**src/asg_consts.svh**
```systemverilog
/* Widths and register map for one generator channel.
   The pointer is unsigned fixed point, ASG_CWM integer bits over ASG_CWF fraction bits.
   Word addresses with ASG_BUF_BIT set go to the sample table window. */

`ifndef ASG_CONSTS_SVH
`define ASG_CONSTS_SVH

//////////////////////////////////////////////////////////////
// data path widths
//////////////////////////////////////////////////////////////

`define ASG_DWO     14  // signed DAC sample
`define ASG_CWM     10  // table address, 1024 entries
`define ASG_CWF     16  // pointer fraction
`define ASG_PW      26  // full pointer, CWM + CWF
`define ASG_WB_AW   11  // wishbone word address
`define ASG_BUF_BIT 10  // set -> table window

//////////////////////////////////////////////////////////////
// register word offsets
//////////////////////////////////////////////////////////////

`define ASG_REG_CTL  0  // abort, sw trigger, trigger select, wrap
`define ASG_REG_SIZE 1  // last valid pointer value
`define ASG_REG_STEP 2  // pointer increment
`define ASG_REG_OFFS 3  // start pointer
`define ASG_REG_NCYC 4  // table passes per burst
`define ASG_REG_RNUM 5  // extra bursts
`define ASG_REG_RDLY 6  // idle cycles between bursts
`define ASG_REG_STAT 7  // bit0 busy

`endif

```
**src/asg_pkg.sv**
```systemverilog
/* Bus, configuration and table port types shared by the generator blocks.
   Field widths come from asg_consts.svh. */

`default_nettype none

`include "asg_consts.svh"

package asg_pkg;

  //////////////////////////////////////////////////////////////
  // wishbone classic
  //////////////////////////////////////////////////////////////

  // master side request
  typedef struct packed {
    logic                   cyc;  // bus cycle
    logic                   stb;  // strobe
    logic                   we;   // write enable
    logic [`ASG_WB_AW-1:0]  adr;  // word address
    logic [31:0]            dat;  // write data
  } wb_req_t;

  // slave side response
  typedef struct packed {
    logic        ack;  // one cycle
    logic [31:0] dat;  // read data, valid with ack
  } wb_rsp_t;

  //////////////////////////////////////////////////////////////
  // channel setup and table port
  //////////////////////////////////////////////////////////////

  typedef struct packed {
    logic [`ASG_PW-1:0] size;  // last pointer before wrap
    logic [`ASG_PW-1:0] step;  // added each sample
    logic [`ASG_PW-1:0] offs;  // start phase
    logic [15:0]        ncyc;  // passes per burst
    logic [15:0]        rnum;  // repetitions after the first burst
    logic [31:0]        rdly;  // gap between bursts
    logic               wrap;  // keep remainder on wrap
  } asg_cfg_t;

  typedef struct packed {
    logic                       ena;    // single cycle strobe
    logic                       wen;    // write, else read
    logic [`ASG_CWM-1:0]        addr;   // table entry
    logic signed [`ASG_DWO-1:0] wdata;  // sample to store
  } asg_buf_t;

endpackage

`default_nettype wire

```
**src/asg_regs.sv**
```systemverilog
/* Wishbone classic register slave for one channel. Each access gets one ack,
   one clock after the request. The master must drop stb after ack.
   Table reads return the sample sign-extended to 32 bits. */

`timescale 1ns/100ps
`default_nettype none

`include "asg_consts.svh"

module asg_regs (
  input  logic                       clk,
  input  logic                       rstn,
  input  asg_pkg::wb_req_t           wb_req,
  output asg_pkg::wb_rsp_t           wb_rsp,
  output asg_pkg::asg_cfg_t          cfg,
  output asg_pkg::asg_buf_t          buf_req,
  input  logic signed [`ASG_DWO-1:0] buf_rdata,  // table read, one cycle after ena
  input  logic                       busy,
  output logic                       ctl_rst,    // abort pulse
  output logic                       sw_trg,     // trigger pulse
  output logic                       trg_sel     // 1 = external pin
);

  //////////////////////////////////////////////////////////////
  // request decode
  //////////////////////////////////////////////////////////////

  logic        ack;
  logic        acc;      // new access this cycle
  logic        wr;
  logic        rd;
  logic        is_buf;   // table window
  logic        rd_buf;   // last read went to the table
  logic [31:0] rd_word;  // registered register read

  assign acc    = wb_req.cyc & wb_req.stb & ~ack;  // once per request
  assign is_buf = wb_req.adr[`ASG_BUF_BIT];
  assign wr     = acc & wb_req.we & ~is_buf;
  assign rd     = acc & ~wb_req.we & ~is_buf;

  // table port strobes in the same cycle, data back with ack
  always_comb begin
    buf_req.ena   = acc & is_buf;
    buf_req.wen   = wb_req.we;
    buf_req.addr  = wb_req.adr[`ASG_CWM-1:0];
    buf_req.wdata = $signed(wb_req.dat[`ASG_DWO-1:0]);
  end

  //////////////////////////////////////////////////////////////
  // ack and control pulses
  //////////////////////////////////////////////////////////////

  always_ff @(posedge clk) begin
    if (!rstn) begin
      ack     <= 1'b0;
      rd_buf  <= 1'b0;
      ctl_rst <= 1'b0;
      sw_trg  <= 1'b0;
    end else begin
      ack     <= acc;
      if (acc) rd_buf <= is_buf;  // steers read data
      // pulses line up with the write ack
      ctl_rst <= wr & (wb_req.adr[`ASG_BUF_BIT-1:0] == `ASG_REG_CTL) & wb_req.dat[0];
      sw_trg  <= wr & (wb_req.adr[`ASG_BUF_BIT-1:0] == `ASG_REG_CTL) & wb_req.dat[1];
    end
  end

  //////////////////////////////////////////////////////////////
  // configuration registers
  //////////////////////////////////////////////////////////////

  always_ff @(posedge clk) begin
    if (!rstn) begin
      cfg     <= '0;
      trg_sel <= 1'b0;
    end else if (wr) begin
      case (wb_req.adr[`ASG_BUF_BIT-1:0])
        `ASG_REG_CTL: begin
          trg_sel  <= wb_req.dat[2];
          cfg.wrap <= wb_req.dat[3];
        end
        `ASG_REG_SIZE: cfg.size <= wb_req.dat[`ASG_PW-1:0];
        `ASG_REG_STEP: cfg.step <= wb_req.dat[`ASG_PW-1:0];
        `ASG_REG_OFFS: cfg.offs <= wb_req.dat[`ASG_PW-1:0];
        `ASG_REG_NCYC: cfg.ncyc <= wb_req.dat[15:0];
        `ASG_REG_RNUM: cfg.rnum <= wb_req.dat[15:0];
        `ASG_REG_RDLY: cfg.rdly <= wb_req.dat;
        default: ;  // stat is read only
      endcase
    end
  end

  //////////////////////////////////////////////////////////////
  // read back
  //////////////////////////////////////////////////////////////

  always_ff @(posedge clk) begin
    if (rd) begin
      case (wb_req.adr[`ASG_BUF_BIT-1:0])
        `ASG_REG_CTL:  rd_word <= {28'd0, cfg.wrap, trg_sel, 2'b00};  // pulse bits read 0
        `ASG_REG_SIZE: rd_word <= {{(32-`ASG_PW){1'b0}}, cfg.size};
        `ASG_REG_STEP: rd_word <= {{(32-`ASG_PW){1'b0}}, cfg.step};
        `ASG_REG_OFFS: rd_word <= {{(32-`ASG_PW){1'b0}}, cfg.offs};
        `ASG_REG_NCYC: rd_word <= {16'd0, cfg.ncyc};
        `ASG_REG_RNUM: rd_word <= {16'd0, cfg.rnum};
        `ASG_REG_RDLY: rd_word <= cfg.rdly;
        `ASG_REG_STAT: rd_word <= {31'd0, busy};
        default:       rd_word <= 32'd0;  // unmapped
      endcase
    end
  end

  always_comb begin
    wb_rsp.ack = ack;
    wb_rsp.dat = rd_buf ? {{(32-`ASG_DWO){buf_rdata[`ASG_DWO-1]}}, buf_rdata} : rd_word;
  end

endmodule

`default_nettype wire

```
**config.mk**
```make
export PLATFORM = sky130hd
export DESIGN_NAME = asg_regs
export DESIGN_NICKNAME = d
export VERILOG_FILES = /design/src/asg_pkg.sv /design/src/asg_regs.sv
export VERILOG_INCLUDE_DIRS = /design/src
export SDC_FILE = /design/constraint.sdc
export NUM_CORES = 1
export LEC_CHECK = 0
export BUFFER_PORTS_ARGS = -buffer_cell sky130_fd_sc_hd__buf_2
export CAP_MARGIN = 10
export CORE_ASPECT_RATIO = 0.6
export CORE_MARGIN = 2
export CORE_UTILIZATION = 55
export DETAILED_ROUTE_END_ITERATION = 6
export PLACE_DENSITY = 0.84
export SLEW_MARGIN = 40
export SYNTH_ARGS = -nofsm -noshare
export SYNTH_HDL_FRONTEND = slang
export SYNTH_SLANG_ARGS = --single-unit
```
**constraint.sdc**
```tcl
create_clock -name clk -period 5.3 [get_ports clk]
set_input_delay 1.325 -clock clk [delete_from_list [all_inputs] [get_ports clk]]
set_output_delay 1.325 -clock clk [all_outputs]
set_load 0.05 [all_outputs]
```
==> qor.txt <==
critical path startpoint category - input port
synth cell count leaders - 235 x nand2_1, 148 x dfxtp_1, 108 x mux2i_1, 50 x a21boi_0, 35 x clkbuf_1
Avg Cell Area, Syn - 9.50 sq um
Die W - 162 microns
ys flop type - dfxtp_1
core area - 14600 sq um
largest net degree at the start of global routing - 72
FF-to-FF End - cfg[103]
Seq cells post-synth - 180
HPWL after DPL - 18400 microns
top cells by area, synth - dfxtp_1 36%, mux2i_1 13%, edfxtp_1 12%
met2 GRT Util - 49.8%
CP max FO - 19
routed vias/inst - 5.77
Critical path buffers and inverters - 2
HP Class - reg -> reg
GRT overflow - 0
grt met3 use - 9.51%
sequential fraction of the synthesis area - 47.5%
drt wl/cell - 20.3 microns
Synth Cell Area - 8270 sq um
Total Power - 2.83 mW
Slew HR - 48.7%
Synth top area share - 35.8%
yosys warns - 0
Setup violations, final - 0
Place WS - 1320 ps
clock buffer depth - 2
Slew @ Worst Pin - 764 ps
Initial Utilization - 56.7%
number of flops mapped to enable cells by yosys - 32
crit-path most repeated cell - buf_2
switching pwr - 0.751 mW
vias in the first global route - 7065
TritonCTS Buffers - 17
syn nets - 933
final hold slack - 473 ps
crit-path leading delay family - simple AND/OR/NAND/NOR gates
CP arrival - 2400 ps
setup ws final - 1580 ps
max incr delay on CP - 490 ps
post-route cell area - 10000 sq um
FP Rows - 34
ratio of cells with drive above 1 in the final layout - 31.8%
share of power burned in registers - 49.4%
DRC - 0
RSZ-0062 raised after global routing - false
Die Area - 16100 sq um
I/O Buffers - 267
Comb pwr share - 8.9%
cell count of the worst hold path - 2
Max VDD drop - 0.209 mV
internal power - 2.08 mW
area grow syn2layout - 21.4%
slowest cell on the critical path - nand2_1
fin crit period - 3720 ps
ant diodes - 0
max-cap violation count - 0
ratio of final minimum period to clock period - 70.3%
PwrDens - 282 nW/um^2
post-layout util - 68.8%
Hold Startpoint - cfg[35]
worst skew pair latency - 420 ps
worst-case reg-to-reg path depth - 5
TritonCTS clock tree - done
ANT nets after route - 0
CP Class - in -> out
Most Used Layer, Global Route - met2
Final Max Slew Viols - 0
R2R Setup Slk - 2880 ps
FFs w/ async S/R, synth - 0%
cell breakdown of the critical path - buf_2, nand2_1, o21ai_0, buf_2
Clk pwr share - 41.7%
Nets - 1148
IO Pins - 268
Post-Route Setup TNS - 0 ps
CTS sink count - 180
Non-Filler Instances - 1296
DRT iter0 DRCs - 645
outcome - finished clean
fmax - 269 MHz
reg2reg start - ack
Total Routing Usage GR - 32.5%
Synth area leader - dfxtp_1
Resized Gates After CTS - 0
total placed cells including tap cells - 1263
worst hold path endpoint - cfg[35]
clock-pin slew on the worst setup and hold paths - 60 ps
first-pass GRT wire length - 40100 microns
Post-CTS Hold Fix Bufs - 0
initial antenna violation count - 1
die height - 99.0 microns
GPL Wtd Cong - 0.913
# H-tree levels - 4
Synth cell types - 52
CTS root buffer - clkbuf_16
1st-pass router iterations - 5
post-synthesis cell count - 870
wirelength, routed - 26300 microns
Post-Place Cell Area - 9480 sq um
Via Count - 7479
Sw Ratio - 26.6%
GR Util met1 - 45.2%
count leader, synth - nand2_1
Clock Skews - 11.3 ps
CP endpoint kind - output port
Setup Fix Bufs, Post-CTS - 0
leakage power - 4.13 nW
final hold violations - 0
Worst EP required - 3970 ps
==> flip-flops by register name, summed over array words and instances (netlist names) <==
signal,cells
cfg,143
rd_word,32
ack,1
ctl_rst,1
rd_buf,1
sw_trg,1
trg_sel,1
==> tightest hold or removal path, delay by kind of cell, from the launching register on <==
family / cells / cell delay [ps]
multiplexers: 1 / 50
flip-flops: 1 / 320
AND/OR/NAND/NOR: 1 / 50
==> worst max path at each step <==
stage                              to  depth (start not counted)           from
after floorplan            rd_word[0]                          2     wb_req[44]
after global placement        cfg[57]                          5     wb_req[34]
after detailed placement      cfg[30]                          6     wb_req[34]
after CTS                 buf_req[14]                          2     wb_req[32]
after global routing       wb_rsp[19]                          4  buf_rdata[13]
final                      wb_rsp[19]                          4  buf_rdata[13]
==> logic make-up (layout without fill, tap and decap cells) <==
family	count (synthesis)	after routing	synth area share, %
AND/OR/NAND/NOR	311	311	16.7
multiplexers	129	129	16.1
AO/OA/AOI/OAI	141	141	12.6
buffers and inverters	109	337	7.17
flip-flops	180	180	47.5
==> cell type report <==
type | count | area (sq um)
fillers | 1181 | 4550
inverters | 21 | 78.8
clock buffers | 19 | 443
well taps | 198 | 248
clock inverters | 13 | 100
flip-flops and latches | 180 | 3920
multi-input cells | 581 | 3770
repair buffers | 284 | 1470
==> routing by layer <==
metal | share of wire [%] | wire [microns]
met5 | 0 | 0
met4 | 1.4 | 357
met3 | 12 | 3120
met2 | 44 | 11600
met1 | 43 | 11300
==> power groups by stage <==
stage / registers, mW / clock network [mW] / logic [mW]
global placement: 1.43 / 0 / 0.247
finish: 1.40 / 1.18 / 0.253
detailed placement: 1.43 / 0 / 0.249
global route: 1.40 / 1.25 / 0.264
CTS: 1.40 / 1.19 / 0.250
floorplan: 1.43 / 0 / 0.180
==> cells in the final DEF (no fill, tap or decap), drive strengths merged, types with 12 or more instances in the layout <==
master  count
nor3       12
a22oi      16
edfxtp     32
a21boi     58
clkbuf     19
a221o      16
nand2     235
nor2       18
inv        26
o21ai      28
buf       284
mux2i     108
mux2       20
dfxtp     148
No activity file was read; power rests on OpenSTA's default activity.
